--- src/logic/stlb_ram.sv ---
/*
 * single-port synchronous RAM
 * one word read or written per cycle
 */
`timescale 1ns/1ps

module stlb_ram #(
  parameter  int unsigned Width = 32,
  parameter  int unsigned Depth = 16,
  localparam int unsigned IdxW  = $clog2(Depth)
) (
  input  logic             clk_i,
  input  logic             req_i,
  input  logic             we_i,
  input  logic [IdxW-1:0]  addr_i,
  input  logic [Width-1:0] wdata_i,
  output logic [Width-1:0] rdata_o
);

  logic [Width-1:0] mem_q [Depth];

  always_ff @(posedge clk_i) begin
    if (req_i) begin
      if (we_i) begin
        mem_q[addr_i] <= wdata_i;
      end else begin
        rdata_o <= mem_q[addr_i];  // holds until the next read
      end
    end
  end

endmodule

--- config.mk ---
export PLATFORM = sky130hd
export DESIGN_NAME = stlb_ram
export DESIGN_NICKNAME = d
export VERILOG_FILES = /design/src/logic/stlb_ram.sv
export SDC_FILE = /design/constraint.sdc
export NUM_CORES = 1
export LEC_CHECK = 0
export ABC_AREA = 1
export BUFFER_PORTS_ARGS = -buffer_cell sky130_fd_sc_hd__buf_4
export CORE_ASPECT_RATIO = 0.9
export CORE_UTILIZATION = 30
export CTS_BUF_LIST = sky130_fd_sc_hd__clkbuf_2 sky130_fd_sc_hd__clkbuf_4 sky130_fd_sc_hd__clkbuf_8
export CTS_CLUSTER_SIZE = 10
export DETAILED_ROUTE_END_ITERATION = 16
export SLEW_MARGIN = 15
export SYNTH_ARGS = -nofsm -noshare
export SYNTH_HDL_FRONTEND = slang
export SYNTH_SLANG_ARGS = --single-unit
--- constraint.sdc ---
create_clock -name clk_i -period 3.9 [get_ports clk_i]
set_input_delay 0.39 -clock clk_i [delete_from_list [all_inputs] [get_ports clk_i]]
set_output_delay 0.39 -clock clk_i [all_outputs]
set_load 0.05 [all_outputs]
==> impl_metrics.ini <==
[grt]
grt_max_degree = 161
grt_overflow_total = 0
grt_pass1_vias = 13900
grt_pass1_wl_um = 83900
antenna_found_initial = 2
grtUsageTotal_pct = 14.5

[finish]
fin_nets = 2255
layout_common_cells = nand2_1, edfxtp_1, buf_4, clkbuf_8, inv_1
final_cell_area_um2 = 25800
areaGrowthSynthToFinish_pct = 14.5
drive_gt1_share_pct = 11.0
antenna_cells = 0
final_common_cell = nand2_1

[power]
intPower_w = 0.00908
combPwrFrac_pct = 6.4
p_clk_share_pct = 38.2
p_switching_w = 0.00273
peakVddDrop_v = 0.000267
p_leak_nw = 10.6
p_seq_share_pct = 55.4
p_per_area_nw_per_um2 = 457
p_sw_share_pct = 23.1

[timing]
rsz0062_at_grt = no
hold_viol = 0
fmax_mhz = 420
finalSetupViolCount = 0
fin_crit_sh_pct = 61.0
tns_ns = 0
period_needed_ns = 2.38
worst_pin_slew_ns = 1.20
drv_slew = 0
relSlewSlack_pct = 19.8
skew_ns = 0.0258

[clock_tree]
cts_tree = done
worstSkewPairLatency_ns = 0.66
cts.sinks = 544
clockBufferDepth = 3
clk_pin_slew_ns = 0.07
root_buffer = clkbuf_8
cts_max_level = 3
postCtsSetupRepairBufs = 0
cts_buffers = 83

[synth]
syn_inst = 2117
syn_area_per_cell_um2 = 10.7
yosysUniqueCellTypes = 12
yosys_warnings = 0
synth-seq-area-share_pct = 72.4
synth_nets = 2156
ys_seq_elements = 544
synth_area_um2 = 22500

[floorplanning]
dieHeight_um = 262
num_rows = 94
io-pin-count = 71
die-area_um2 = 76300
coreArea_um2 = 73700
dieWidth_um = 291
start_util_pct = 30.6

[routing]
drtIter0Drc = 1235
routedWlPerCell_um = 17.0
via_count = 14400
dr.pass1.iters = 5
detail-route-antenna-nets = 0
drc = 0
viasPerCell = 4.44
drt_wl_total_um = 54900

[hold_path]
holdPathStages = 1
whs_endpoint = mem_q[0][3]
worstHoldStart = wdata_i[3]
hold_path_class = input port to register

[worst_setup_path]
r2r-end = rdata_o[27]
worstPathRequired_ns = 4.28
start_kind = input port
crit_slowest_cell = clkinv_1
crit_fanout = 20
arrival_ns = 2.76
max_stage_delay_ns = 1.04
path_cells = buf_4 > nand2_1 > clkinv_1 > buf_4 > nand2_1 > nand2_1 > inv_1 > nand2_1
critPathKind = input port to register
r2r_slack_ns = 2.65
crit_path_frequent_cell = nand2_1
rr_worst_depth = 8
r2r-start = mem_q[14][27]
critPathCaptureType = register

[placement]
portBuffers = 70
gp_congestion = 0.766
placed_area_um2 = 24200
dp_hpwl_um = 28400

[flow_run]
drv_cap = 0

[outcome]
outcome = completed
metrics by stage:
stage	hold WS [ns]	instances	total power [W]	setup WS, ns	utilization (%)
final	0.0460	3236	0.0118	1.52	35.0
after floorplan	0.489	2117	0.00715	1.02	-
after CTS	0.00312	3236	0.0119	1.69	35.0
after global routing	0.00144	3236	0.0123	1.45	35.0
after global placement	0.691	3082	0.00741	1.06	32.8
after detailed placement	0.695	3082	0.00742	1.01	32.8
critical path: cells and delay by family:
kind	cells	cell delay, ns
AND/OR/NAND/NOR	4	0.55
buffers and inverters	4	1.80
worst max-delay path by stage:
stage | endpoint | cells past startpoint | from
after detailed placement | mem_q[10][6] | 5 | addr_i[0]
after global routing | rdata_o[5] | 8 | addr_i[3]
after global placement | mem_q[10][7] | 5 | addr_i[0]
after floorplan | mem_q[0][0] | 6 | addr_i[1]
after CTS | mem_q[10][11] | 5 | addr_i[0]
final | rdata_o[5] | 8 | addr_i[3]
power groups by stage:
stage          combinational, W  sequential (W)  clock (W)
2_1_floorplan          0.000431         0.00672          0
3_3_place_gp           0.000745         0.00667          0
3_5_place_dp           0.000752         0.00667          0
4_1_cts                0.000764         0.00655    0.00462
5_1_grt                0.000850         0.00655    0.00486
6_report               0.000755         0.00655    0.00451
sequential cells by signal (all words and copies together) (netlist names):
register  cells
mem_q       512
rdata_o      32
area by class of cell:
class / count / area, um2
fill: 7206 / 47900
sequential: 544 / 16300
multi-input combinational: 1402 / 5410
clock buffer: 118 / 1430
tap: 960 / 1200
timing repair buffer: 112 / 1030
inverter: 73 / 282
clock inverter: 27 / 126
cell families (layout without fill, tap and decap cells):
kind of cell	after synthesis	count (layout)	synth area share (%)
DFF	544	544	72.4
and+or+nand+nor	1402	1402	23.4
buffers and inverters	171	330	4.19
layer usage:
layer / routed length (um) / up-vias / GRT usage [%]
met1: 26000 / 6843 / 20.7
met5: 27 / - / 0
li1: - / 7015 / -
met4: 738 / 4 / 3.38
met2: 24500 / 446 / 22.3
met3: 3730 / 74 / 3.42
what timing repair did:
item                      in CTS  in global routing
hold endpoints to repair     119                  0
gates resized for setup        0                  0
hold buffers                   9                  0
synthesized netlist by cell type:
cell      instances  area share (%)
nand2_1        1379              23
edfxtp_1        544              72
inv_1            72             1.2
buf_2            41            0.91
buf_6            23             1.1
nor2_1           19            0.32
buf_4            17            0.57
clkbuf_1         10            0.17
buf_1             6            0.10
nand3_1           4           0.089
buf_8             1           0.067
inv_6             1           0.039
No activity file was read; power rests on OpenSTA's default activity.
