`src/logic/mmu_cfg_pkg.sv`:
```
/*
 * Sv39 translation scheme
 * field widths, page offset and level count
 * address, page number and ASID types
 */
package mmu_cfg_pkg;

  //////////////////////////////////////////////////
  // field widths
  //////////////////////////////////////////////////
  localparam int unsigned PageOffsetBits = 12;
  localparam int unsigned PtLevels       = 3;
  localparam int unsigned VpnPartBits    = 9;   // per page-table level
  localparam int unsigned VpnBits        = PtLevels * VpnPartBits;
  localparam int unsigned VaddrBits      = VpnBits + PageOffsetBits;
  localparam int unsigned PpnBits        = 44;
  localparam int unsigned AsidBits       = 16;

  //////////////////////////////////////////////////
  // types
  //////////////////////////////////////////////////
  typedef logic [VaddrBits-1:0]   vaddr_t;     // 39 bit virtual address
  typedef logic [VpnBits-1:0]     vpn_t;
  typedef logic [VpnPartBits-1:0] vpn_part_t;  // one level of the vpn
  typedef logic [PpnBits-1:0]     ppn_t;
  typedef logic [AsidBits-1:0]    asid_t;

endpackage

```
`src/logic/tlb_types_pkg.sv`:
```
/*
 * shared TLB data structures
 * PTE, superpage flags, stored tag,
 * registered lookup context and TLB update
 */
package tlb_types_pkg;

  // page-table entry, reserved and rsw bits not kept
  typedef struct packed {
    mmu_cfg_pkg::ppn_t ppn;
    logic              d;
    logic              a;
    logic              g;  // global, ignores asid
    logic              u;
    logic              x;
    logic              w;
    logic              r;
    logic              v;
  } pte_t;

  // bit 1 -> 1 GiB page, bit 0 -> 2 MiB page
  typedef logic [1:0] is_page_t;

  typedef struct packed {
    mmu_cfg_pkg::asid_t asid;
    mmu_cfg_pkg::vpn_t  vpn;
    is_page_t           is_page;
  } stlb_tag_t;

  typedef struct packed {
    logic               valid;
    logic               from_itlb;  // origin of the miss
    mmu_cfg_pkg::vpn_t  vpn;
    mmu_cfg_pkg::asid_t asid;
  } stlb_lookup_t;

  // refill from the walker and update towards the first-level TLBs
  typedef struct packed {
    logic               valid;
    mmu_cfg_pkg::vpn_t  vpn;
    mmu_cfg_pkg::asid_t asid;
    is_page_t           is_page;
    pte_t               content;
  } tlb_update_t;

endpackage

```
`src/logic/stlb_miss_arbiter.sv`:
```
/*
 * miss arbiter of the shared TLB
 * ITLB / DTLB priority, set index extraction,
 * lookup context and access registers
 */
`timescale 1ns/1ps

module stlb_miss_arbiter #(
  parameter  int unsigned Depth = 16,
  localparam int unsigned IdxW  = $clog2(Depth)
) (
  input  logic                        clk_i,
  input  logic                        rst_ni,
  input  logic                        itlb_access_i,
  input  logic                        itlb_hit_i,
  input  mmu_cfg_pkg::vaddr_t         itlb_vaddr_i,
  input  mmu_cfg_pkg::asid_t          itlb_asid_i,
  input  logic                        dtlb_access_i,
  input  logic                        dtlb_hit_i,
  input  mmu_cfg_pkg::vaddr_t         dtlb_vaddr_i,
  input  mmu_cfg_pkg::asid_t          dtlb_asid_i,
  output logic                        rd_en_o,
  output logic [IdxW-1:0]             rd_index_o,
  output tlb_types_pkg::stlb_lookup_t lookup_o,
  output logic                        access_o,
  output mmu_cfg_pkg::vaddr_t         vaddr_o
);
  import mmu_cfg_pkg::*;

  logic   itlb_sel;
  logic   dtlb_sel;
  vaddr_t req_vaddr;
  asid_t  req_asid;

  logic   valid_q;
  logic   access_q;
  logic   from_itlb_q;
  vpn_t   vpn_q;
  asid_t  asid_q;
  vaddr_t vaddr_q;

  // itlb only wins while the dtlb is idle, otherwise it retries
  assign itlb_sel = itlb_access_i & ~itlb_hit_i & ~dtlb_access_i;
  assign dtlb_sel = dtlb_access_i & ~dtlb_hit_i;

  assign req_vaddr = itlb_sel ? itlb_vaddr_i : dtlb_vaddr_i;
  assign req_asid  = itlb_sel ? itlb_asid_i : dtlb_asid_i;

  assign rd_en_o    = itlb_sel | dtlb_sel;
  assign rd_index_o = req_vaddr[PageOffsetBits +: IdxW];  // low vpn bits

  always_ff @(posedge clk_i or negedge rst_ni) begin
    if (!rst_ni) begin
      valid_q  <= 1'b0;
      access_q <= 1'b0;
    end else begin
      valid_q  <= rd_en_o;
      access_q <= rd_en_o;
    end
  end

  // payload, held while idle
  always_ff @(posedge clk_i) begin
    if (rd_en_o) begin
      from_itlb_q <= itlb_sel;
      vpn_q       <= req_vaddr[PageOffsetBits +: $bits(vpn_t)];
      asid_q      <= req_asid;
      vaddr_q     <= req_vaddr;
    end
  end

  assign lookup_o = '{valid: valid_q, from_itlb: from_itlb_q, vpn: vpn_q, asid: asid_q};
  assign access_o = access_q;
  assign vaddr_o  = vaddr_q;

endmodule

```
`config.mk`:
```
export PLATFORM = sky130hd
export DESIGN_NAME = stlb_miss_arbiter
export DESIGN_NICKNAME = d
export VERILOG_FILES = /design/src/logic/mmu_cfg_pkg.sv /design/src/logic/tlb_types_pkg.sv /design/src/logic/stlb_miss_arbiter.sv
export SDC_FILE = /design/constraint.sdc
export NUM_CORES = 1
export LEC_CHECK = 0
export BUFFER_PORTS_ARGS = -buffer_cell sky130_fd_sc_hd__buf_2
export CAP_MARGIN = 20
export CORE_UTILIZATION = 44
export CTS_BUF_LIST = sky130_fd_sc_hd__clkbuf_2
export DETAILED_ROUTE_END_ITERATION = 7
export GPL_TIMING_DRIVEN = 0
export PLACE_DENSITY = 0.84
export SETUP_SLACK_MARGIN = 0.1
export SLEW_MARGIN = 20
export SYNTH_ARGS = -nofsm -noshare
export SYNTH_HDL_FRONTEND = slang
export SYNTH_SLANG_ARGS = --single-unit
```
`constraint.sdc`:
```
create_clock -name clk_i -period 4.1 [get_ports clk_i]
set_input_delay 0.41 -clock clk_i [delete_from_list [all_inputs] [get_ports clk_i]]
set_output_delay 0.41 -clock clk_i [all_outputs]
set_load 0.05 [all_outputs]
```
==> out/metrics.csv, run 1 <==
metric,value,unit
io_pins,206,
stdcell_area,3869,µm²
cap_violations,0,
final_nets,487,
hpwl,4858,µm
clkSlewWorstSetupHoldPaths,0.18,ns
cp_cell_sequence,buf_2 -> nor3b_2 -> buf_4 -> a21o_4 -> buf_2,
rsz0062_at_grt,false,
layout_commonest_cell,buf_2,
dpl-instance-area,3781,µm²
via_per_inst,4.500,
hp-class,input port to flip-flop,
synth_nets,270,
postCtsHoldBufs,1,
wl_per_cell,13.91,µm
min_period,2.478,ns
num_rows,27,
status,finished clean,
yosysSeqAreaShare,64.22,%
vias,2016,
cpMaxStageDelayCell,a21o_4,
overflow,0,
routed_wl,6233,µm
ant_nets,0,
synthCells,154,
cts-root-buf,clkbuf_2,
final_layout_size_suffix_gt1_share,75.80,%
startpoint_type,input port,
ys_top_cells_by_area,"edfxtp_1, mux2_1, mux2_2, buf_4, buf_6",
maxSlewHeadroom,52.24,%
holdWs,0.2353,ns
max_freq,403.5,MHz
clkPwrFrac,17.8,%
port_buffers,205,
multi_input_area,646.9,µm²
dieWidth,79.72,µm
setup_violations,0,
place_ws,1.612,ns
path_max_fanout,58,
die_h,79.72,µm
syn_area_per_cell,17.26,µm²
initial_core_util,46.83,%
critPathTopFamily,buffers and inverters,
die_area,6354,µm²
cts_max_path_buffers,2,
first_global_vias,1967,
cts_sinks,57,
core_area,5675,µm²
worstMarginPinSlew,0.7164,ns
worstPathRequired,3.69,ns
critical_path_class,input port to output port,
worstPathBufferInverterCount,3,
ys_seq_elements,57,
post_cts_resized,0,
worst_ir_drop_vdd,0.0002364,V
synth_area_leader_cell,edfxtp_1,
synth_top_area_share,63.28,%
cp_common_cell,buf_2,
syn_area,2658,µm²
cts_tree,built,
finalCritPeriodShare,60.45,%
cp-end-kind,output port,
drc_errors,0,
combPwrFrac,35.8,%
leakage,1.837,nW
grt_usage,19.81,%
critical-path-max-stage-delay,0.59,ns
cp.arrival,2.07,ns
final_max_slew_viol_count,0,
grt_max_degree,59,
gp_congestion,0.7329,
post_cts_buffers,0,
seqPwrFrac,46.4,%
ys_types,9,
yosys_warnings,0,
antenna_found_initial,0,
setup_ws,1.622,ns
regArea,1707,µm²
first_pass_iters,4,
final_cell_mix,"buf_2, edfxtp_1, buf_4",
switchingPower,608.0,µW
grt_pass1_wl,9094,µm
hold_viol_final,0,
drtIter0Drc,47,
fill_cells,444,
cts_inserted_buffers,9,
h-tree-depth,3,
area_delta_synth_final,45.57,%
n_antenna_cell,0,
tns,0,ns
powerDensity,406.1,nW/µm²
switching_share,38.70,%
internal_power,963.0,µW
flip-flops by register name, summed over array words and instances (netlist names):
register / cells
vpn_q: 27
asid_q: 16
vaddr_o: 12
access_o: 1
from_itlb_q: 1
cell families after synthesis:
| kind of cell | Yosys count | share of synthesized area (%) |
|---|---|---|
| compound gates | 1 | 0.2826 |
| buf+inv | 40 | 11.72 |
| flops | 57 | 64.22 |
| mux | 55 | 23.30 |
| simple gates | 1 | 0.4707 |
through the flow:
step	std cells	utilization [%]	total power, mW
after floorplan	154	-	1.161
after global placement	431	66.49	1.299
after detailed placement	431	66.62	1.308
after CTS	448	68.17	1.584
after global routing	448	68.17	1.633
final	448	68.17	1.571
power by group through the flow:
stage	sequential [mW]	clock, mW	combinational, mW
global placement	0.743	0	0.556
CTS	0.731	0.287	0.566
global route	0.737	0.310	0.587
detailed placement	0.744	0	0.564
finish	0.729	0.279	0.562
floorplan	0.946	0	0.216
Yosys cell counts, drive strengths merged:
cell    count
edfxtp     56
mux2       55
buf        39
dfrtp       1
a21o        1
inv         1
nor3b       1
metal layers:
| metal | track usage (%) | wire, µm |
|---|---|---|
| met4 | 8.727 | 44 |
| met2 | 37.61 | 3501 |
| met1 | 19.94 | 2168 |
| met5 | 0 | 0 |
| met3 | 5.257 | 518 |
worst paths after layout:
path,start,slack [ns],cells past startpoint,endpoint
setup / recovery,dtlb_access_i,1.62,5,rd_en_o
hold / removal,dtlb_asid_i[10],0.24,2,asid_q[10]$_DFFE_PP_
max in group asynchronous,rst_ni,3.72,2,access_o$_DFF_PN0_
min in group asynchronous,rst_ni,0.30,2,access_o$_DFF_PN0_
layout make-up:
class                   instances  area share (%)
plain buffers                  39           7.956
clock buffers                  14           1.811
clock inverters                 2          0.1940
inverters                       1         0.09702
multi-input cells              57           16.72
flip-flops and latches         57           44.11
well taps                      72           2.329
repair buffers                206           26.78
Power figures use the tool's default switching activity.
==> inputs of run 2 (changes only) <==
- ABC_AREA: not set -> 1
- CORE_ASPECT_RATIO: not set -> 1.2
- CORE_UTILIZATION: 44 -> 38
- PLACE_DENSITY: 0.84 -> 0.74
- clock period: 4.1 -> 2.05 ns (I/O delays scaled with it)
==> run 2 against run 1 <==
Non-clock buffer count grew 74; first-iteration DRC count grew 110%; core utilization fell by 2.1 points; clock-buffer cell count shrank 5; critical path type unchanged; worst setup slack worse by 1.3 ns; global-route usage up 3.5 points; power increased by 140%; routed wire length is 46% higher; clock power grew to 3.4 times the previous value; via count is 54% higher; sequential cell count is the same; critical endpoint unchanged; synthesized cell count grew 84%.
==> out/metrics.csv, run 2 <==
metric,value,unit,change
finalCritPeriodShare,82.81,%,
critPathTopFamily,buffers and inverters,,
yosysSeqAreaShare,58.54,%,-5.7 points
die_h,97.95,µm,+23%
final_cell_mix,"buf_2, nand2_1, edfxtp_1",,
cts_max_path_buffers,2,,unchanged
switching_share,37.04,%,-1.7 points
num_rows,34,,+26%
cts_inserted_buffers,9,,unchanged
cts_tree,built,,
ys_top_cells_by_area,"edfxtp_1, nand2_1, buf_4, nand4_1, buf_6",,
final_layout_size_suffix_gt1_share,50.18,%,-26 points
startpoint_type,input port,,
drc_errors,0,,unchanged
tns,0,ns,unchanged
combPwrFrac,35.5,%,-0.3 points
path_max_fanout,22,,-62%
io_pins,206,,unchanged
grt_pass1_wl,14140,µm,+55%
port_buffers,205,,unchanged
synth_area_leader_cell,edfxtp_1,,
routed_wl,9102,µm,+46%
final_nets,673,,+38%
syn_area,2915,µm²,+9.7%
die_area,8027,µm²,+26%
top_register,vpn_q,,
antenna_found_initial,0,,unchanged
setup_violations,0,,unchanged
post_cts_buffers,0,,unchanged
internal_power,2.353,mW,+140%
initial_core_util,39.84,%,-7.0 points
worst_ir_drop_vdd,0.0004646,V,+97%
gp_congestion,0.7586,,+3.5%
final_max_slew_viol_count,0,,unchanged
synth_nets,400,,+48%
clkPwrFrac,25.3,%,+7.5 points
seqPwrFrac,39.2,%,-7.2 points
critical_path_class,input port to output port,,
cp-end-kind,output port,,
first_pass_iters,5,,+1
hold_viol_final,0,,unchanged
largest_reg_flops,27,,unchanged
cts-root-buf,clkbuf_2,,
n_antenna_cell,0,,unchanged
synth_top_area_share,57.68,%,-5.6 points
cp.arrival,1.49,ns,-0.58 ns
synthArstFlopShare,1.754,%,unchanged
grt_usage,23.36,%,+3.5 points
first_global_vias,3124,,+59%
overflow,0,,unchanged
ys_seq_elements,57,,unchanged
stdcell_area,4831,µm²,+25%
cp_common_cell,buf_2,,
leakage,2.452,nW,+33%
min_period,1.698,ns,
hp-class,input port to flip-flop,,
core_area,7317,µm²,+29%
dpl-instance-area,4126,µm²,+9.1%
maxSlewHeadroom,48.24,%,-4.0 points
critical-path-max-stage-delay,0.61,ns,+0.02 ns
cts_sinks,57,,unchanged
synthFlopType,edfxtp_1,,
layout_commonest_cell,buf_2,,
worstMarginPinSlew,0.7734,ns,+0.05705 ns
max_freq,589.1,MHz,
status,finished clean,,
powerDensity,773.7,nW/µm²,+91%
grt_max_degree,23,,-61%
ys_types,12,,+3
cap_violations,0,,unchanged
rsz0062_at_grt,false,,
wl_per_cell,13.96,µm,+0.34%
holdWs,0.03697,ns,-0.1983 ns
dieWidth,81.96,µm,+2.8%
synth_edf_count,56,,unchanged
synth.most_common_cell,nand2_1,,
synth_commonest_cells,"nand2_1, edfxtp_1, nand4_1",,
drtIter0Drc,97,,+110%
worstPathRequired,1.85,ns,-1.84 ns
syn_area_per_cell,10.27,µm²,-41%
ant_nets,0,,unchanged
cp_cell_sequence,buf_2 -> inv_4 -> buf_6 -> o21ai_4 -> buf_2,,
hpwl,6223,µm,+28%
cpMaxStageDelayCell,o21ai_4,,
synthCells,284,,+84%
via_per_inst,4.747,,+5.5%
area_delta_synth_final,65.71,%,
worstPathBufferInverterCount,4,,+1
clkSlewWorstSetupHoldPaths,0.14,ns,-0.04 ns
switchingPower,1.385,mW,+130%
yosys_warnings,0,,unchanged
vias,3095,,+54%
h-tree-depth,3,,unchanged
==> run 2: cell count changes after synthesis, moves of 2 or more <==
| cell | previous run | this run |
|---|---|---|
| buf_4 | 35 | 49 |
| mux2_1 | 30 | 0 |
| inv_2 | 0 | 2 |
| nand2_1 | 0 | 110 |
| mux2_2 | 25 | 0 |
| nand4_1 | 0 | 55 |
| buf_2 | 0 | 4 |
==> run 2: logic make-up (layout without fill, tap and decap cells) <==
| kind of cell | count (synthesis) | in the layout | synth area share, % |
|---|---|---|---|
| AND/OR/NAND/NOR | 166 | 166 | 26.31 |
| buffers and inverters | 60 | 338 | 14.98 |
| flip-flops | 57 | 57 | 58.54 |
| AO/OA/AOI/OAI | 1 | 1 | 0.1715 |
==> run 2: final timing paths <==
check                                 start  cells after the start                   to  slack (ns)
worst max-delay path          dtlb_access_i                      5              rd_en_o        0.35
worst min-delay path       dtlb_vaddr_i[38]                      3  vpn_q[26]$_DFFE_PP_        0.04
max in group asynchronous            rst_ni                      3   access_o$_DFF_PN0_        1.40
min in group asynchronous            rst_ni                      3   access_o$_DFF_PN0_        0.54
==> run 2: per-layer routing <==
metal | GRT usage [%] | vias to the layer above | wire [µm]
li1 | - | 1516 | -
met1 | 24.65 | 1395 | 3386
met2 | 42.09 | 161 | 4756
met3 | 6.916 | 23 | 719
met4 | 9.177 | 0 | 239
met5 | 0 | - | 0
==> run 2: cell type report <==
type | instances | area, µm²
buffer | 57 | 429.2
clock buffer | 9 | 45.04
clock inverter | 7 | 108.9
fill | 597 | 2486
inverter | 3 | 13.76
multi-input combinational | 167 | 783.3
sequential | 57 | 1707
tap | 90 | 112.6
timing repair buffer | 262 | 1632
==> run 2: power groups by stage <==
| stage | Sequential [mW] | Combinational, mW | Clock (mW) |
|---|---|---|---|
| final | 1.46 | 1.33 | 0.947 |
| after detailed placement | 1.49 | 1.24 | 0 |
| after global placement | 1.49 | 1.21 | 0 |
| after CTS | 1.46 | 1.32 | 0.963 |
| after global routing | 1.48 | 1.40 | 1.02 |
| after floorplan | 1.90 | 0.493 | 0 |
==> run 2: through the flow <==
stage                     instances  total power [mW]  setup slack, ns  util (%)
after floorplan                 284             2.392           0.1072         -
after global placement          579             2.696          -0.4328     55.64
after detailed placement        581             2.734           0.2032     56.40
after CTS                       652             3.751           0.3539     66.02
after global routing            652             3.893           0.2939     66.02
final                           652             3.738           0.3524     66.02
==> run 2: timing repair <==
| action | 4_1_cts | 5_1_grt |
|---|---|---|
| hold buffers | 55 | 0 |
| hold endpoints to repair | 54 | 0 |
| setup endpoints to repair | 0 | 0 |
| resized for setup | 0 | 0 |
