<file path="src/logic/mmu_cfg_pkg.sv">
/*
 * Sv39 translation scheme
 * field widths, page offset and level count
 * address, page number and ASID types
 */
package mmu_cfg_pkg;

  //////////////////////////////////////////////////
  // field widths
  //////////////////////////////////////////////////
  localparam int unsigned PageOffsetBits = 12;
  localparam int unsigned PtLevels       = 3;
  localparam int unsigned VpnPartBits    = 9;   // per page-table level
  localparam int unsigned VpnBits        = PtLevels * VpnPartBits;
  localparam int unsigned VaddrBits      = VpnBits + PageOffsetBits;
  localparam int unsigned PpnBits        = 44;
  localparam int unsigned AsidBits       = 16;

  //////////////////////////////////////////////////
  // types
  //////////////////////////////////////////////////
  typedef logic [VaddrBits-1:0]   vaddr_t;     // 39 bit virtual address
  typedef logic [VpnBits-1:0]     vpn_t;
  typedef logic [VpnPartBits-1:0] vpn_part_t;  // one level of the vpn
  typedef logic [PpnBits-1:0]     ppn_t;
  typedef logic [AsidBits-1:0]    asid_t;

endpackage

</file>
<file path="src/logic/tlb_types_pkg.sv">
/*
 * shared TLB data structures
 * PTE, superpage flags, stored tag,
 * registered lookup context and TLB update
 */
package tlb_types_pkg;

  // page-table entry, reserved and rsw bits not kept
  typedef struct packed {
    mmu_cfg_pkg::ppn_t ppn;
    logic              d;
    logic              a;
    logic              g;  // global, ignores asid
    logic              u;
    logic              x;
    logic              w;
    logic              r;
    logic              v;
  } pte_t;

  // bit 1 -> 1 GiB page, bit 0 -> 2 MiB page
  typedef logic [1:0] is_page_t;

  typedef struct packed {
    mmu_cfg_pkg::asid_t asid;
    mmu_cfg_pkg::vpn_t  vpn;
    is_page_t           is_page;
  } stlb_tag_t;

  typedef struct packed {
    logic               valid;
    logic               from_itlb;  // origin of the miss
    mmu_cfg_pkg::vpn_t  vpn;
    mmu_cfg_pkg::asid_t asid;
  } stlb_lookup_t;

  // refill from the walker and update towards the first-level TLBs
  typedef struct packed {
    logic               valid;
    mmu_cfg_pkg::vpn_t  vpn;
    mmu_cfg_pkg::asid_t asid;
    is_page_t           is_page;
    pte_t               content;
  } tlb_update_t;

endpackage

</file>
<file path="src/logic/stlb_refill_ctrl.sv">
/*
 * refill and flush control of the shared TLB
 * valid array, replacement way choice with LFSR,
 * RAM port arbitration and registered set valid bits
 */
`timescale 1ns/1ps

module stlb_refill_ctrl #(
  parameter  int unsigned NumWays = 4,
  parameter  int unsigned Depth   = 16,
  localparam int unsigned IdxW    = $clog2(Depth),
  localparam int unsigned WayW    = $clog2(NumWays)
) (
  input  logic                       clk_i,
  input  logic                       rst_ni,
  input  logic                       flush_i,
  input  tlb_types_pkg::tlb_update_t refill_i,
  input  logic                       rd_en_i,
  input  logic [IdxW-1:0]            rd_index_i,
  output logic [NumWays-1:0]         ram_req_o,
  output logic [NumWays-1:0]         ram_we_o,
  output logic [IdxW-1:0]            ram_addr_o,
  output logic [NumWays-1:0]         way_valid_o
);

  logic [Depth-1:0][NumWays-1:0] valid_q;
  logic [Depth-1:0][NumWays-1:0] valid_d;
  logic [NumWays-1:0]            way_valid_q;

  logic [IdxW-1:0]    wr_index;
  logic [NumWays-1:0] set_valid;  // valid bits of the refill set
  logic               all_valid;
  logic               do_refill;
  logic [WayW-1:0]    inv_way;
  logic [WayW-1:0]    rnd_way;
  logic [WayW-1:0]    repl_way;
  logic [NumWays-1:0] wr_en;

  logic [7:0] lfsr_q;
  logic [7:0] lfsr_d;
  logic       lfsr_en;

  //////////////////////////////////////////////////
  // replacement
  //////////////////////////////////////////////////
  assign wr_index  = refill_i.vpn[IdxW-1:0];
  assign set_valid = valid_q[wr_index];
  assign all_valid = &set_valid;
  assign do_refill = refill_i.valid & ~flush_i;  // flush wins

  // lowest numbered free way
  always_comb begin : find_invalid
    inv_way = '0;
    for (int w = NumWays - 1; w >= 0; w--) begin
      if (!set_valid[w]) inv_way = WayW'(w);
    end
  end

  // x^8 + x^6 + x^5 + x^4 + 1, steps only when a full set is refilled
  assign lfsr_en  = do_refill & all_valid;
  assign lfsr_d   = {lfsr_q[6:0], lfsr_q[7] ^ lfsr_q[5] ^ lfsr_q[4] ^ lfsr_q[3]};
  assign rnd_way  = lfsr_q[WayW-1:0];
  assign repl_way = all_valid ? rnd_way : inv_way;

  always_comb begin : way_onehot
    wr_en = '0;
    if (do_refill) wr_en[repl_way] = 1'b1;
  end

  always_comb begin : valid_update
    valid_d = valid_q;
    if (flush_i) begin
      valid_d = '0;
    end else begin
      valid_d[wr_index] = set_valid | wr_en;  // wr_en is zero without refill
    end
  end

  always_ff @(posedge clk_i or negedge rst_ni) begin
    if (!rst_ni) begin
      valid_q     <= '0;
      lfsr_q      <= 8'hA5;  // any nonzero seed
      way_valid_q <= '0;
    end else begin
      valid_q <= valid_d;
      if (lfsr_en) lfsr_q <= lfsr_d;
      if (rd_en_i) way_valid_q <= valid_q[rd_index_i];  // in step with RAM read
    end
  end

  //////////////////////////////////////////////////
  // RAM port, write over read
  //////////////////////////////////////////////////
  assign ram_req_o   = wr_en | {NumWays{rd_en_i}};
  assign ram_we_o    = wr_en;
  assign ram_addr_o  = (|wr_en) ? wr_index : rd_index_i;
  assign way_valid_o = way_valid_q;

endmodule

</file>
<file path="config.mk">
export PLATFORM = sky130hd
export DESIGN_NAME = stlb_refill_ctrl
export DESIGN_NICKNAME = d
export VERILOG_FILES = /design/src/logic/mmu_cfg_pkg.sv /design/src/logic/tlb_types_pkg.sv /design/src/logic/stlb_refill_ctrl.sv
export SDC_FILE = /design/constraint.sdc
export NUM_CORES = 1
export LEC_CHECK = 0
export BUFFER_PORTS_ARGS = -buffer_cell sky130_fd_sc_hd__buf_2
export CORE_MARGIN = 2
export CORE_UTILIZATION = 57
export CTS_CLUSTER_DIAMETER = 30
export DETAILED_ROUTE_END_ITERATION = 6
export PLACE_DENSITY = 0.95
export SYNTH_ARGS = -nofsm -noshare
export SYNTH_HDL_FRONTEND = slang
export SYNTH_SLANG_ARGS = --single-unit
</file>
<file path="constraint.sdc">
create_clock -name clk_i -period 3.4 [get_ports clk_i]
set_input_delay 0.17 -clock clk_i [delete_from_list [all_inputs] [get_ports clk_i]]
set_output_delay 0.17 -clock clk_i [all_outputs]
set_load 0.02 [all_outputs]
</file>
==> results.md, run 1 <==
- Worst Path Arrival: roughly 2.6 ns
- DP HPWL: approximately 7700 um
- Initial Util: 0.5877
- VDD IR max: around 0.17 mV
- Global Route met1 Usage: 0.3708
- Post-route ant nets: 0
- Multi-input gate area: ~0.0024 mm2
- Sequential area share after synthesis: 0.4220
- Buffers on Ports: 28
- H-tree depth: 3
- CP Max Fanout: 25
- Final Hold Fails: 24
- First-pass GRT wire length: approximately 19000 um
- DRT Pass-1 Iters: 7
- Synth top cells by count: 77 x nor2_1, 72 x dfrtp_1, 54 x a211oi_1
- Yosys reg bits: 76
- Top-count cell post-synth: nor2_1
- Wire length per cell: 22.72 um
- M2 GR Usage: 0.4559
- Post-cts sizing count: 0
- Ys flop type: dfrtp_1
- Final period utilization: 0.8174
- Pin count of the biggest net entering global routing: 65
- Least-Margin Pin Slew: around 1.1 ns
- Max Slew Vio Count: 0
- Area of the core: around 0.0077 mm2
- Leakage: between 1.5 and 2 nW
- Grt total ovfl: 0
- Slowest-stage cell, CP: mux4_1
- Critical path buffers and inverters: 2
- Relative slew slack: 0.2480
- WS Path Type: in -> out
- Met3 usage: 0.05641
- Die Ht: 93.03 um
- Routability cong.: about 0.87
- Fin crit period: approximately 2.8 ns
- Post-CTS Setup Inserts: 0
- Worst clock skew: 0.009566 ns
- Number of library cell types mapped by synthesis: 53
- # fillers: roughly 540
- Chip Width: ~93 um
- Vias in the first global route: between 3000 and 4000
- Die Area: just under 0.009 mm2
- Failing checks: hold timing
- CP dominant cell by count: buf_2
- CTS Root Cell: clkbuf_8
- Initial antenna violation count: 0
- Clock Path Buffers: 2
- Area Growth Syn to Fin: 5.483%
- Asr flop ratio synth: 1.000
- I/O pin count: about 120
- Register Area: roughly 0.0019 mm2
- Initial DRC Count: 507
- Mapped cell area: roughly 0.0045 mm2
- Synth Area per Inst: 11.74 um2
- Layout cell share with drive strength beyond 1: 0.2938
- Crit-path max cell delay: 0.65 ns
- RSZ-0062 raised after global routing: no
- Main area contributors after synthesis: dfrtp_1 40%, mux4_2 13%, a211oi_1 9.0%
- Cell Chain, Critical Path: buf_2, mux4_1, mux2i_1, mux2i_4, o21a_2, o31ai_1, and2_1, buf_2
- # rows: 32
- Skew-Pair Late Insertion Delay: 0.36 ns
- Clk sink count: between 70 and 80
- Worst setup EP type: output pin
- PwrDens: around 400 mW/mm2
- Via-to-Cell Ratio: 7.085
- Crit path launch type: input pin
- Post-synthesis cell count: between 300 and 400
- Status: finished with violations
- Min-Delay Path Class: in -> async
- WHS: -0.01747 ns
- # hold bufs at CTS: 0
- Number of diodes: 0
- Setup TNS Final: 0 ns
- Top cell family by delay on the critical path: multiplexers
- Worst-path clk slew: around 0.080 ns
- YS warnings: 0
- CTS tree: yes
- Drt total wl: 11520 um
- Critical Path RT: around 3.2 ns
- GRT Total Usage: 0.2848
- Max_cap viols: 0
- CTS buffer count: 9
- Routed vias: between 3000 and 4000
- Synth Net Count: approximately 490
- Synth top area share: 0.3988
- Drt drc: 0
- Most crowded layer after global routing: met2
- Number of flops mapped to enable cells by yosys: 0
- Setup-failing EPs final: 0
- Final nets: a little over 500
- Yosys top cell by area: dfrtp_1
- FMAX: between 0.3 and 0.4 GHz
==> placed cells by master (no fill, tap or decap), types with 3 or more instances in the layout <==
cell type,netlist,layout
a211oi_1,54,54
a211oi_2,10,10
a22oi_1,5,5
buf_2,5,28
buf_4,0,5
clkbuf_8,2,10
dfrtp_1,72,72
dfstp_2,4,4
mux2_2,5,5
mux2_4,8,8
mux2i_1,17,17
mux4_1,3,3
mux4_2,26,26
nand2_1,19,19
nand2b_1,5,5
nor2_1,77,77
nor3_1,6,6
==> through the flow <==
stage	total power [mW]	cell area, um2	utilization	setup WS [ns]	cells
floorplan	1.184	4518	-	1.316	385
global placement	1.239	4587	0.5967	0.5521	491
detailed placement	1.256	4587	0.5967	0.3735	491
CTS	1.876	4766	0.6200	0.6535	507
global route	1.946	4766	0.6200	0.4454	507
finish	1.884	4766	0.6200	0.6207	507
==> worst paths after layout <==
check / start / to / slack [ns] / cells past startpoint
worst max register to register: valid_q[8] / lfsr_q[4] / 0.82 / 6
worst max-delay path: refill_i[71] / ram_we_o[0] / 0.62 / 8
max in group asynchronous: rst_ni / valid_q[51] / 2.60 / 2
worst min-delay path: rst_ni / valid_q[1] / -0.02 / 1
min in group clk_i: rd_en_i / way_valid_o[1] / 0.19 / 2
worst min register to register: way_valid_o[3] / way_valid_o[3] / 0.51 / 1
==> final cells by class <==
type	count	area share
clock inverters	5	0.007876
clock buffers	11	0.02967
repair buffers	33	0.03728
inverters	2	0.001575
well taps	102	0.02678
flip-flops and latches	76	0.4001
multi-input cells	278	0.4967
==> kinds of logic (layout without fill, tap and decap cells) <==
family | Yosys count | in the layout | share of synthesized area
AND/OR/NAND/NOR | 131 | 131 | 0.1307
AO/OA/AOI/OAI | 84 | 84 | 0.1587
flip-flops | 76 | 76 | 0.4220
multiplexers | 60 | 60 | 0.2287
buffers and inverters | 31 | 51 | 0.05400
XOR/XNOR | 3 | 3 | 0.005817
==> state kept, by name (all words and copies together), names as in the netlist <==
signal	count
lfsr_q	8
valid_q	64
way_valid_o	4
==> metal layers <==
metal | up-vias | part of all wire
met4 | 0 | 0.049
met3 | 68 | 0.11
li1 | 1484 | -
met2 | 321 | 0.49
met5 | - | 0
met1 | 1719 | 0.35
==> power by group <==
group / internal (mW) / leakage, nW / switching [mW]
sequential: 0.931 / 1.03 / 0.0231
combinational: 0.103 / 0.828 / 0.192
clock: 0.286 / 0.0855 / 0.349
Power figures use the tool's default switching activity.
==> inputs of run 2 (changes only) <==
--- a/config.mk
+++ b/config.mk
@@ -7,10 +7,10 @@
 export LEC_CHECK = 0
 export BUFFER_PORTS_ARGS = -buffer_cell sky130_fd_sc_hd__buf_2
 export CORE_MARGIN = 2
-export CORE_UTILIZATION = 57
+export CORE_UTILIZATION = 53
 export CTS_CLUSTER_DIAMETER = 30
 export DETAILED_ROUTE_END_ITERATION = 6
-export PLACE_DENSITY = 0.95
+export PLACE_DENSITY = 0.9
 export SYNTH_ARGS = -nofsm -noshare
 export SYNTH_HDL_FRONTEND = slang
 export SYNTH_SLANG_ARGS = --single-unit
==> constraint.sdc (replaced) <==
create_clock -name clk_i -period 2.8 [get_ports clk_i]
set_input_delay 0.14 -clock clk_i [delete_from_list [all_inputs] [get_ports clk_i]]
set_output_delay 0.14 -clock clk_i [all_outputs]
set_load 0.02 [all_outputs]
==> results.md, run 2 (synthesized netlist as in run 1, its figures left out) <==
- CTS buffer count: 9
- Cell Chain, Critical Path: mux4_1, mux2i_1, mux2i_4, o21a_2, o31ai_1, and2_1, buf_2
- Area of the core: 0.008258 mm2
- VDD IR max: around 0.23 mV
- Placed cells: roughly 510
- Fin crit period: 2.695 ns
- Final Hold Fails: 0
- Via-to-Cell Ratio: 6.838
- Worst setup EP type: output pin
- Worst clock skew: between 0.01 and 0.015 ns
- Initial DRC Count: approximately 360
- Relative slew slack: 0.3577
- Wire length per cell: between 20 and 25 um
- Chip Width: around 96 um
- Clock Path Buffers: 2
- FMAX: roughly 0.37 GHz
- Worst-path clk slew: about 0.090 ns
- Setup-failing EPs final: 0
- WS Path Type: reg -> out
- Die Area: slightly above 0.009 mm2
- DRT Pass-1 Iters: 5
- Finished Layout Cells: 525
- Crit path launch type: flop
- DP HPWL: 7498 um
- Drt drc: 0
- Biggest register: valid_q
- I/O pin count: ~120
- Layout cell share with drive strength beyond 1: 0.3190
- Vias in the first global route: around 3500
- First-pass GRT wire length: ~18000 um
- Max reg flops: between 60 and 70
- CP Max Fanout: 4
- Slowest-stage cell, CP: mux4_1
- CTS tree: yes
- Final nets: 521
- Top cell family by delay on the critical path: multiplexers
- Routability cong.: 0.9358
- Status: complete, no violations
- Area Growth Syn to Fin: 8.862%
- RSZ-0062 raised after global routing: yes
- Post-CTS Setup Inserts: 0
- Max Slew Vio Count: 0
- WHS: roughly 0.14 ns
- Most frequent cells in the layout: 77 x nor2_1, 72 x dfrtp_1, 54 x a211oi_1
- Die Ht: 96.33 um
- Crit-path max cell delay: between 0.5 and 0.6 ns
- Worst Path Arrival: ~2.6 ns
- Grt total ovfl: 0
- Critical Path RT: ~2.7 ns
- Most common cell after layout, fill and taps aside: nor2_1
- H-tree depth: 3
- # fillers: 628
- Skew-Pair Late Insertion Delay: 0.37 ns
- # rows: 33
- Drt total wl: approximately 12000 um
- PwrDens: 494.0 mW/mm2
- Pin count of the biggest net entering global routing: 77
- Initial antenna violation count: 0
- GRT Total Usage: 0.2690
- Min-Delay Path Class: in -> reg
- Routed vias: between 3000 and 4000
- Least-Margin Pin Slew: 0.9615 ns
- Buffers on Ports: 28
- Initial Util: 0.5471
- Clk sink count: 76
- Post-route ant nets: 0
- CTS Root Cell: clkbuf_8
- Leakage: 2.038 nW
- Critical path buffers and inverters: 1
- Final period utilization: 0.9626
- Max_cap viols: 0
- Number of diodes: 0
- Post-cts sizing count: 0
## run 2: path summary, 6_finish.rpt
check / start / endpoint / slack, ns / cells after the start
worst min-delay path: rd_en_i / way_valid_o[0] / 0.14 / 2
min in group asynchronous: rst_ni / lfsr_q[4] / 0.46 / 2
max in group asynchronous: rst_ni / valid_q[59] / 1.75 / 2
worst max-delay path: valid_q[2] / ram_we_o[0] / 0.10 / 7
worst max register to register: valid_q[40] / lfsr_q[6] / 0.28 / 6
worst min register to register: way_valid_o[3] / way_valid_o[3] / 0.51 / 1
## run 2: layer usage
| metal | part of all wire | vias up | GRT usage |
|---|---|---|---|
| li1 | - | 1514 | - |
| met1 | 0.39 | 1728 | 0.3413 |
| met2 | 0.47 | 277 | 0.4236 |
| met3 | 0.098 | 71 | 0.08457 |
| met4 | 0.043 | 0 | 0.1209 |
| met5 | 0 | - | 0 |
## run 2: cell type report
cell class                 instances  area [um2]  share of cell area
multi-input combinational        278        2367              0.4813
sequential                        76        1907              0.3877
timing repair buffer              48       295.3             0.06004
clock buffer                      10       137.6             0.02798
tap                              105       131.4             0.02671
clock inverter                     6       72.57             0.01475
inverter                           2       7.507            0.001526
## run 2: per-stage QoR
step	utilization	setup slack, ns	TNS, ns	instance area (um2)	power [mW]
after global placement	0.5689	0.08485	0	4698	1.521
after global routing	0.5956	-0.01275	-0.01275	4918	2.514
after detailed placement	0.5689	0.004110	0	4698	1.538
final	0.5956	0.1046	0	4918	2.430
after CTS	0.5956	0.1145	0	4918	2.416
after floorplan	-	0.7462	0	4518	1.438
## run 2: power breakdown
part           total [mW]  internal, mW  switching, mW  leakage [nW]
sequential           1.16          1.13         0.0283          1.03
combinational       0.373         0.139          0.234         0.902
clock               0.898         0.443          0.454         0.103
total                2.43          1.71          0.717          2.04
## run 2: worst reg2reg max path: stages (launching register included)
cell and delay (ns):
dfrtp_1 0.39, mux4_1 0.23, mux2_2 0.20, nand3_2 0.12
a21oi_4 0.29, nor2b_1 0.81, mux2_4 0.36
## run 2: repair_timing
item | 4_1_cts | 5_1_grt
endpoints found under the hold margin | 72 | 0
hold buffers | 1 | 0
setup endpoints to repair | 0 | 1
