**src/logic/mmu_cfg_pkg.sv**
```systemverilog
/*
 * Sv39 translation scheme
 * field widths, page offset and level count
 * address, page number and ASID types
 */
package mmu_cfg_pkg;

  //////////////////////////////////////////////////
  // field widths
  //////////////////////////////////////////////////
  localparam int unsigned PageOffsetBits = 12;
  localparam int unsigned PtLevels       = 3;
  localparam int unsigned VpnPartBits    = 9;   // per page-table level
  localparam int unsigned VpnBits        = PtLevels * VpnPartBits;
  localparam int unsigned VaddrBits      = VpnBits + PageOffsetBits;
  localparam int unsigned PpnBits        = 44;
  localparam int unsigned AsidBits       = 16;

  //////////////////////////////////////////////////
  // types
  //////////////////////////////////////////////////
  typedef logic [VaddrBits-1:0]   vaddr_t;     // 39 bit virtual address
  typedef logic [VpnBits-1:0]     vpn_t;
  typedef logic [VpnPartBits-1:0] vpn_part_t;  // one level of the vpn
  typedef logic [PpnBits-1:0]     ppn_t;
  typedef logic [AsidBits-1:0]    asid_t;

endpackage

```
**src/logic/tlb_types_pkg.sv**
```systemverilog
/*
 * shared TLB data structures
 * PTE, superpage flags, stored tag,
 * registered lookup context and TLB update
 */
package tlb_types_pkg;

  // page-table entry, reserved and rsw bits not kept
  typedef struct packed {
    mmu_cfg_pkg::ppn_t ppn;
    logic              d;
    logic              a;
    logic              g;  // global, ignores asid
    logic              u;
    logic              x;
    logic              w;
    logic              r;
    logic              v;
  } pte_t;

  // bit 1 -> 1 GiB page, bit 0 -> 2 MiB page
  typedef logic [1:0] is_page_t;

  typedef struct packed {
    mmu_cfg_pkg::asid_t asid;
    mmu_cfg_pkg::vpn_t  vpn;
    is_page_t           is_page;
  } stlb_tag_t;

  typedef struct packed {
    logic               valid;
    logic               from_itlb;  // origin of the miss
    mmu_cfg_pkg::vpn_t  vpn;
    mmu_cfg_pkg::asid_t asid;
  } stlb_lookup_t;

  // refill from the walker and update towards the first-level TLBs
  typedef struct packed {
    logic               valid;
    mmu_cfg_pkg::vpn_t  vpn;
    mmu_cfg_pkg::asid_t asid;
    is_page_t           is_page;
    pte_t               content;
  } tlb_update_t;

endpackage

```
**src/logic/stlb_tag_compare.sv**
```systemverilog
/*
 * tag compare of the shared TLB
 * per-way ASID and level match with superpages,
 * hit way selection and update routing
 */
`timescale 1ns/1ps

module stlb_tag_compare #(
  parameter  int unsigned NumWays = 4,
  localparam int unsigned WayW    = $clog2(NumWays)
) (
  input  tlb_types_pkg::stlb_lookup_t              lookup_i,
  input  tlb_types_pkg::stlb_tag_t [NumWays-1:0]   tag_i,
  input  tlb_types_pkg::pte_t [NumWays-1:0]        pte_i,
  input  logic [NumWays-1:0]                       way_valid_i,
  output logic                                     hit_o,
  output logic                                     itlb_miss_o,
  output logic                                     dtlb_miss_o,
  output tlb_types_pkg::tlb_update_t               itlb_update_o,
  output tlb_types_pkg::tlb_update_t               dtlb_update_o
);
  import mmu_cfg_pkg::*;
  import tlb_types_pkg::*;

  vpn_part_t [PtLevels-1:0] req_part;
  logic [NumWays-1:0]       way_hit;
  logic [WayW-1:0]          hit_way;
  logic                     any_hit;
  tlb_update_t              upd;

  assign req_part = lookup_i.vpn;  // level 0 in the low bits

  //////////////////////////////////////////////////
  // per-way match
  //////////////////////////////////////////////////
  always_comb begin : match_ways
    vpn_part_t [PtLevels-1:0] tag_part;
    logic                     asid_ok;
    logic                     level_ok;
    way_hit = '0;
    for (int w = 0; w < NumWays; w++) begin
      tag_part = tag_i[w].vpn;
      asid_ok  = (tag_i[w].asid == lookup_i.asid) || pte_i[w].g;
      level_ok = (req_part[0] == tag_part[0]);
      // a superpage flag makes all lower levels don't care
      for (int l = 1; l < PtLevels; l++) begin
        level_ok = (req_part[l] == tag_part[l]) && (tag_i[w].is_page[l-1] || level_ok);
      end
      way_hit[w] = way_valid_i[w] && asid_ok && level_ok;
    end
  end

  // lowest way wins
  always_comb begin : pick_way
    hit_way = '0;
    for (int w = NumWays - 1; w >= 0; w--) begin
      if (way_hit[w]) hit_way = WayW'(w);
    end
  end

  assign any_hit = |way_hit;
  assign hit_o   = lookup_i.valid & any_hit;

  //////////////////////////////////////////////////
  // update towards the requesting TLB
  //////////////////////////////////////////////////
  always_comb begin : build_update
    upd.valid   = hit_o;
    upd.vpn     = lookup_i.vpn;
    upd.asid    = lookup_i.asid;
    upd.is_page = tag_i[hit_way].is_page;
    upd.content = pte_i[hit_way];
  end

  always_comb begin : route_update
    itlb_update_o       = upd;
    dtlb_update_o       = upd;
    itlb_update_o.valid = upd.valid & lookup_i.from_itlb;
    dtlb_update_o.valid = upd.valid & ~lookup_i.from_itlb;
  end

  assign itlb_miss_o = lookup_i.valid & ~any_hit & lookup_i.from_itlb;
  assign dtlb_miss_o = lookup_i.valid & ~any_hit & ~lookup_i.from_itlb;

endmodule

```
**config.mk**
```make
export PLATFORM = sky130hd
export DESIGN_NAME = stlb_tag_compare
export DESIGN_NICKNAME = d
export VERILOG_FILES = /design/src/logic/mmu_cfg_pkg.sv /design/src/logic/tlb_types_pkg.sv /design/src/logic/stlb_tag_compare.sv
export SDC_FILE = /design/constraint.sdc
export NUM_CORES = 1
export LEC_CHECK = 0
export ABC_AREA = 1
export BUFFER_PORTS_ARGS = -buffer_cell sky130_fd_sc_hd__buf_2
export CORE_AREA = 2 2 249 251
export DETAILED_ROUTE_END_ITERATION = 16
export DIE_AREA = 0 0 251 253
export GPL_TIMING_DRIVEN = 0
export SLEW_MARGIN = 20
export SYNTH_ARGS = -nofsm -noshare
export SYNTH_HDL_FRONTEND = slang
export SYNTH_SLANG_ARGS = --single-unit
```
**constraint.sdc**
```tcl
create_clock -name vclk -period 2.8
set_clock_uncertainty 0.05 [all_clocks]
set_input_delay 0.56 -clock vclk [all_inputs]
set_output_delay 0.56 -clock vclk [all_outputs]
set_load 0.05 [all_outputs]
```
==> metrics, run 1 <==
Slew Limit Headroom 72.51%; slowest CP cell a21oi_4; full die area 63500 µm²; fmax 286.4 MHz; Synth Cell Area approximately 6500 µm²; Sum Neg Setup Slack -64.30 ns; vias in the first global route 10410; detailed-route via count ~10000; Worst VDD drop 0.00008288 V; share of layout cells above drive strength 1 62.61%; Pwr per Cell Area roughly 140 nW/µm²; GR peak layer met2; Area Overhead vs Synth 148.1%; core area roughly 60000 µm²; number of synthesis warnings 0; Critical Path Sink Type output port; Worst EP arrival 2.88 ns; Clock buffer cells 0; Final min period between 3 and 4 ns; Crit Path Category in2out; die height 253 µm; Cells after Synth 1294; unrepaired setup endpoints after global routing yes; Worst Path Required 2.19 ns; Post-DRT Antenna Nets 0; drt wl/cell 16.94 µm; placed insts roughly 2700; Leak between 8 and 9 nW; Worst Slack Setup Final -0.6921 ns; CP Buf/Inv Count 9; Iter 0 DRT Violations roughly 450; initial antenna violation count 10; Hold WC Path Type in2out; detailed-route DRC error count 0; Detailed Route WL approximately 47 mm; Critical Path Source Type primary input; Die W roughly 250 µm; failing checks negative setup slack; CP Cell Sequence buf_8 -> clkinvlp_4 -> buf_6 -> buf_6 -> o21a_1 -> nand3_1 -> nor2_1 -> nand2_1 -> a21oi_4 -> nand2_4 -> nand2_4 -> nand2_8 -> buf_12 -> clkbuf_16 -> clkbuf_16 -> nand3_4 -> nand3_2 -> nand2_4 -> buf_8 -> buf_8; Yosys top cell area share 18.85%; met2 usage in global routing a little under a quarter; FP Rows 91; CTS Hold Bufs 0; Final Hold Fails 0; GPL Wtd Cong 0.9083; drt via density 3.749; IO Pins roughly 640; global-route wire length before repair 62.98 mm; DP Wirelength 36.41 mm; Least-Margin Pin Slew 0.4124 ns; Crit path max-delay family buffers and inverters; post-route insts no fill 2757; largest area contributor in the netlist nand2_1; dpl ws -1.754 ns; end-of-flow core utilization 26.31%; M1 GR Usage 16.89%; drt pass-1 iters 5; largest net degree at the start of global routing 11; total of max-cap violations 0; nets@finish 2405; Seq/Total Area, Yosys 0%; register area 0 µm²; Initial Util between 10% and 20%; overall routing resource usage 13.20%; FFs & Latches 0; Final Slew Violations 0; status complete, but fails checks; Max stage delay on crit path 0.19 ns; GR Util met3 1.532%; PortBufs 623; GR Overflow Total 0; syn avg cell area 5.001 µm²; top post-synthesis cells by area nand2_1 (19%), nand3_1 (18%), buf_4 (17%); period utilization 124.7%; Overall Power between 2 and 2.5 mW; Net Count, Synth 1731; Final Setup Violations 113; crit-path max FO 5; distinct cell type count after synthesis 32
final cells by class:
cell class | count | area [µm²]
Buffer | 196 | 2251
Inverter | 289 | 1095
Fill cell | 6583 | 44970
Multi-Input combinational cell | 809 | 6454
Timing Repair Buffer | 672 | 5268
Antenna cell | 1 | 2.502
Tap cell | 790 | 988.4
cell families (layout without fill, tap and decap cells):
logic type | after synthesis | in the layout | share of synthesized area, %
and+or+nand+nor | 678 | 679 | 45.84
xor gates and xnor gates | 103 | 103 | 13.94
other | 0 | 1 | 0
AOI/OAI and AO/OA | 27 | 27 | 2.378
buffers and inverters | 486 | 1157 | 37.84
power breakdown:
part           internal, mW  leakage (nW)  switching [mW]
logic                 0.997          8.37            1.27
clock network  0.0000000477    0.00000634               0
registers                 0             0               0
metrics by stage:
stage | area (µm²) | hold slack [ns]
5_1_grt | 16060 | 1.375
3_5_place_dp | 11730 | 1.372
4_1_cts | 14980 | 1.372
2_1_floorplan | 7622 | 1.171
3_3_place_gp | 11730 | 1.372
6_report | 16060 | 1.371
cell usage in the layout, fill, tap and decap left out, types with 7 or more instances in the layout:
cell type	Yosys	final
buf_12	0	48
buf_16	0	7
buf_2	38	494
buf_4	144	110
buf_6	4	34
buf_8	0	153
clkbuf_16	0	11
inv_1	282	274
inv_2	7	12
nand2_1	325	210
nand2_2	1	28
nand2_4	1	86
nand3_1	229	43
nand3_2	1	117
nand3_4	0	70
nand4_1	22	22
nor2_1	74	63
nor2_2	0	7
o21ai_0	14	11
or2_2	12	12
xnor2_1	65	58
xnor2_2	0	7
xor2_1	38	37
synth_stat cells:
| cell type | count |
|---|---|
| inv_1 | 282 |
| nand3_1 | 229 |
| inv_2 | 7 |
| nor3_1 | 7 |
| clkbuf_1 | 6 |
| nor2_4 | 1 |
| buf_4 | 144 |
| o21ai_0 | 14 |
| xnor2_1 | 65 |
| nand3b_1 | 1 |
| o2111ai_1 | 1 |
| or2_0 | 1 |
| a21oi_2 | 1 |
| buf_6 | 4 |
| xor2_1 | 38 |
| clkbuf_2 | 5 |
| o211ai_1 | 1 |
| o22ai_1 | 1 |
| and3b_1 | 1 |
| or2_2 | 12 |
| nor2_1 | 74 |
| a211oi_1 | 1 |
| nand2_1 | 325 |
| or2_1 | 1 |
| a21oi_1 | 6 |
| nand2_2 | 1 |
| nand3_2 | 1 |
| o21a_1 | 2 |
| nor3b_1 | 1 |
| nand2_4 | 1 |
| nand4_1 | 22 |
| buf_2 | 38 |
what timing repair did:
action | 4_1_cts | 5_1_grt
pin swaps | 81 | 102
setup endpoints to repair | 113 | 113
gates resized for setup | 666 | 195
buffers inserted | 30 | 4
cloned | 11 | 7
final timing paths:
kind,startpoint,endpoint,slack [ns],cells after the start
hold / removal,lookup_i[21],itlb_update_o[75],1.37,2
setup / recovery,lookup_i[41],itlb_update_o[28],-0.69,20
layer usage:
| metal | vias up | share of wire (%) |
|---|---|---|
| met2 | 471 | 49 |
| met1 | 4668 | 42 |
| met4 | 10 | 2.9 |
| met5 | - | 0.15 |
| li1 | 5101 | - |
| met3 | 86 | 5.3 |
No activity file was read; power rests on OpenSTA's default activity.
==> run 2: changes to the inputs <==
==> constraint.sdc (replaced) <==
create_clock -name vclk -period 2.8
set_clock_uncertainty 0.05 [all_clocks]
set_input_delay 0.56 -clock vclk [all_inputs]
set_output_delay 0.56 -clock vclk [all_outputs]
set_load 0.1 [all_outputs]
==> run 2 against run 1 <==
The run still ends with negative setup slack left. Critical endpoint is now itlb_update_o[33]. Core utilization up 0.80 points. First-iteration DRC count is 2.5% higher. Critical path depth down 4. Combinational power increased by 33%.
==> metrics, run 2 (synthesis results as in run 1) <==
status complete, but fails checks; failing checks negative setup slack; PortBufs 623; Crit path max-delay family simple AND/OR/NAND/NOR gates; most common cell after layout, fill and taps aside buf_2; Overall Power about 3 mW; period utilization 124.5%; Final Slew Violations 0; Least-Margin Pin Slew 0.4983 ns; core area 61030 µm²; Final Hold Fails 0; Die W roughly 250 µm; Area Overhead vs Synth 155.7%; Worst Path Required 2.19 ns; most frequent CP cell buf_12; detailed-route DRC error count 0; overall routing resource usage 12.69%; Crit Path Category in2out; die height 253 µm; Hold WC Path Type in2out; Leak 8.561 nW; total of max-cap violations 0; largest net degree at the start of global routing 11; fill count ~6500; unrepaired setup endpoints after global routing yes; fmax 287.0 MHz; DP Wirelength 37.33 mm; slowest CP cell nor3_4; WHS about 1.4 ns; commonest cells after routing, fill and taps aside buf_2 (487), inv_1 (267), nand2_1 (198); CP Buf/Inv Count 6; Critical Path Sink Type output port; vias in the first global route between 9000 and 10000; register area 0 µm²; Post-DRT Antenna Nets 0; Initial Util 10.60%; Final min period 3.485 ns; FP Rows 91; Detailed Route WL about 47 mm; Max stage delay on crit path 0.26 ns; full die area 63500 µm²; CP Cell Sequence buf_6 -> xnor2_4 -> nand4_1 -> nor3_4 -> nand2_2 -> nand2_4 -> nand2_8 -> nand2_8 -> buf_6 -> buf_12 -> buf_12 -> nand3_1 -> nand3_2 -> nand2_8 -> buf_12 -> buf_12; CTS Hold Bufs 0; detailed-route via count between 10000 and 15000; crit-path max FO 10; FFs & Latches 0; GR Overflow Total 0; Final Setup Violations 113; GPL Wtd Cong roughly 0.9; drt via density 3.766; Pwr per Cell Area around 180 nW/µm²; Worst Slack Setup Final -0.6846 ns; Worst EP arrival between 2 and 3 ns; nets@finish 2395; share of layout cells above drive strength 1 61.35%; IO Pins roughly 640; Critical Path Source Type primary input; Slew Limit Headroom 67.01%; global-route wire length before repair 60.45 mm; initial antenna violation count 10; drt pass-1 iters 6; Worst VDD drop between 0.0001 and 0.00015 V; Clock buffer cells 0; drt wl/cell 17.11 µm; Iter 0 DRT Violations around 460
-- run 2: changes by cell type in the layout (fill, tap and decap cells not counted), sizes merged --
cell      before  now
buf          846  840
clkbuf        22   18
diode          1    5
clkinvlp       2    0
inv          287  289
-- run 2: timing repair --
item / 4_1_cts / 5_1_grt
pin swaps: 26 / 133
gates cloned: 3 / 11
endpoints found under the setup margin: 113 / 113
gates resized for setup: 469 / 492
setup buffers: 13 / 13
-- run 2: routing by layer --
| metal | track usage (%) | part of all wire, % | up-vias |
|---|---|---|---|
| met1 | 15.47 | 40 | 4731 |
| met3 | 1.573 | 6.1 | 57 |
| met2 | 23.43 | 51 | 484 |
| met4 | 3.197 | 2.6 | 8 |
| li1 | - | - | 5080 |
| met5 | 0 | 0.12 | - |
-- run 2: final timing paths --
check	startpoint	end	slack, ns	cells after the start
setup / recovery	lookup_i[30]	itlb_update_o[33]	-0.68	16
hold / removal	lookup_i[43]	dtlb_miss_o	1.44	3
-- run 2: layout make-up --
cell class	instances	area (µm²)	area share, %
Inverter	289	1097	6.631
Buffer	196	2420	14.62
Tap cell	790	988.4	5.973
Antenna cell	5	12.51	0.07561
Multi-Input combinational cell	809	6345	38.34
Timing Repair Buffer	662	5685	34.36
-- run 2: tightest hold or removal path, delay by kind of cell --
family / cells / cell delay, ns
buffers and inverters: 2 / 0.31
AND/OR/NAND/NOR: 1 / 0.06
-- run 2: through the flow --
| step | utilization (%) | TNS, ns | worst slack (ns) | cell area [µm²] | instances |
|---|---|---|---|---|---|
| floorplan | - | -16.98 | -0.2908 | 8014 | 1294 |
| global placement | 19.86 | -218.56 | -2.279 | 12120 | 2707 |
| detailed placement | 19.86 | -218.29 | -2.274 | 12120 | 2707 |
| CTS | 23.12 | -83.76 | -0.8367 | 14110 | 2723 |
| global route | 27.11 | -79.93 | -0.8165 | 16550 | 2750 |
| finish | 27.12 | -63.37 | -0.6846 | 16550 | 2751 |
-- run 2: where the power goes --
part           switching (mW)  leakage (nW)  internal [mW]
logic                    1.88          8.56           1.14
registers                   0             0              0
clock network               0     0.0000317    0.000000240
==> run 3: changes to the inputs <==
--- a/config.mk
+++ b/config.mk
@@ -11,6 +11,7 @@
 export DETAILED_ROUTE_END_ITERATION = 16
 export DIE_AREA = 0 0 251 253
 export GPL_TIMING_DRIVEN = 0
+export RECOVER_POWER = 25
 export SLEW_MARGIN = 20
 export SYNTH_ARGS = -nofsm -noshare
 export SYNTH_HDL_FRONTEND = slang
==> constraint.sdc (replaced) <==
create_clock -name vclk -period 2.9
set_clock_uncertainty 0.05 [all_clocks]
set_input_delay 0.58 -clock vclk [all_inputs]
set_output_delay 0.58 -clock vclk [all_outputs]
set_load 0.1 [all_outputs]
==> run 3 against run 2 <==
Setup slack better by 0.035 ns. Largest cell class unchanged. Final cell count is 0.51% higher. Sequential cell count unchanged. First-iteration DRC count fell by 12%. Critical endpoint is now itlb_update_o[7]. The flow still finishes with violations (negative setup slack). Routed wire length up 5.4%.
==> metrics, run 3 (synthesis results as in run 1) <==
multi-input logic area 7056 µm²; Flop pwr share 0%; Overall Power 3.064 mW; fmax 281.7 MHz; GR Overflow Total 0; clock share of power 0%; Critical Path Sink Type output port; post-route insts no fill 2765; slowest CP cell a21oi_4; CP Buf/Inv Count 5; Worst VDD drop 0.0001080 V; initial antenna violation count 5; nets@finish 2412; Die W 251 µm; commonest cells after routing, fill and taps aside buf_2 (456), inv_1 (265), buf_12 (189); largest net degree at the start of global routing 12; switching pwr approximately 1.9 mW; end-of-flow core utilization 29.23%; Slew Limit Headroom 22.24%; placed insts 2707; FFs & Latches 0; Final Setup Violations 113; unrepaired setup endpoints after global routing yes; Sum Neg Setup Slack -60.56 ns; Gate power share 100.0%; placed cell area 12120 µm²; Pwr per Cell Area between 150 and 200 nW/µm²; Final Hold Fails 0; period utilization 122.4%; Detailed Route WL 49.62 mm; drt wl/cell 17.95 µm; Leak 8.932 nW; min-delay src lookup_i[43]; Crit path max-delay family simple AND/OR/NAND/NOR gates; overall routing resource usage 13.62%; Worst Slack Setup Final -0.6498 ns; most frequent CP cell nand2_8; Worst Path Required 2.27 ns; die height roughly 250 µm; Initial Util 10.60%; Worst EP arrival 2.92 ns; total of max-cap violations 0; full die area 63500 µm²; Final Slew Violations 0; PortBufs 623; drt via density 3.839; hold endpoint dtlb_update_o[97]; drt pass-1 iters 7; status complete, but fails checks; register area 0 µm²; Least-Margin Pin Slew 1.171 ns; Clock buffer cells 0; global-route wire length before repair 64.62 mm; Area Overhead vs Synth 175.7%; Finished Cell Area 17840 µm²; Net Sw Frac 61.25%; Final min period 3.550 ns; Hold Crit Depth 3; fill count about 6300; Crit Path Category in2out; share of layout cells above drive strength 1 between 60% and 70%; IO Pins 636; Iter 0 DRT Violations 404; detailed-route DRC error count 0; Max stage delay on crit path 0.26 ns; most common cell after layout, fill and taps aside buf_2; FP Rows between 90 and 100; detailed-route via count 10620; failing checks negative setup slack; GPL Wtd Cong between 0.8 and 0.9; CP Cell Sequence buf_4 -> xnor2_1 -> nand4_1 -> nor2_2 -> nand2_2 -> a21oi_4 -> nand2_8 -> nand2_8 -> buf_6 -> nand2_8 -> buf_8 -> nand2_4 -> nand3_4 -> nand2_4 -> buf_12 -> buf_12; Critical Path Source Type primary input; Hold WC Path Type in2out; core area 61030 µm²; DP Wirelength 37.46 mm; Post-DRT Antenna Nets 0; vias in the first global route 10320; Internal 1.187 mW; crit-path max FO 8
-- run 3: cell count changes in the layout (fill, tap and decap cells not counted), sizes merged --
cell | before | now
diode | 5 | 2
buf | 840 | 837
clkbuf | 18 | 38
-- run 3: final cells by class --
cell class / instances / area share [%]
multi-input cells: 809 / 39.55
diodes: 2 / 0.02805
well taps: 790 / 5.541
inverters: 289 / 6.235
repair buffers: 680 / 34.76
plain buffers: 195 / 13.89
-- run 3: worst min-delay path, cell delays in order --
cell and delay (ns):
buf_2 0.15, nor3_4 0.06, buf_12 0.15
-- run 3: timing repair --
item                                    CTS  global route
setup buffers                            32             9
hold buffers                              0             0
cloned                                   11             9
resized for setup                       684           525
pin swaps                                53           174
endpoints found under the setup margin  113           113
-- run 3: layer usage --
layer  vias up  global-route usage (%)  share of wire (%)
met1      4889                   16.32                 39
met4         2                   3.520                3.9
met2       504                   25.65                 51
li1       5117                       -                  -
met5         -                       0              0.026
met3       104                   1.449                5.5
-- run 3: through the flow --
stage	setup WS [ns]	hold WS, ns
after detailed placement	-2.175	1.494
after global placement	-2.167	1.494
after CTS	-0.7198	1.495
after floorplan	-0.2308	1.212
final	-0.6498	1.484
after global routing	-0.7711	1.493
-- run 3: worst max path at each step --
stage          cells after the start  slack (ns)                end         start
6_report                          16       -0.65   itlb_update_o[7]  lookup_i[15]
5_1_grt                           16       -0.77  itlb_update_o[17]  lookup_i[15]
4_1_cts                           20       -0.72   itlb_update_o[4]  lookup_i[19]
3_5_place_dp                      14       -2.17   itlb_update_o[2]  lookup_i[17]
3_3_place_gp                      14       -2.17   itlb_update_o[2]  lookup_i[17]
2_1_floorplan                     13       -0.23        dtlb_miss_o  lookup_i[19]
-- run 3: power by group through the flow --
stage / clock, mW / combinational, mW / sequential [mW]
2_1_floorplan: 0 / 1.84 / 0
3_3_place_gp: 0 / 2.43 / 0
3_5_place_dp: 0 / 2.43 / 0
4_1_cts: 0 / 2.78 / 0
5_1_grt: 0.0000000923 / 3.19 / 0
6_report: 0.0000000925 / 3.06 / 0
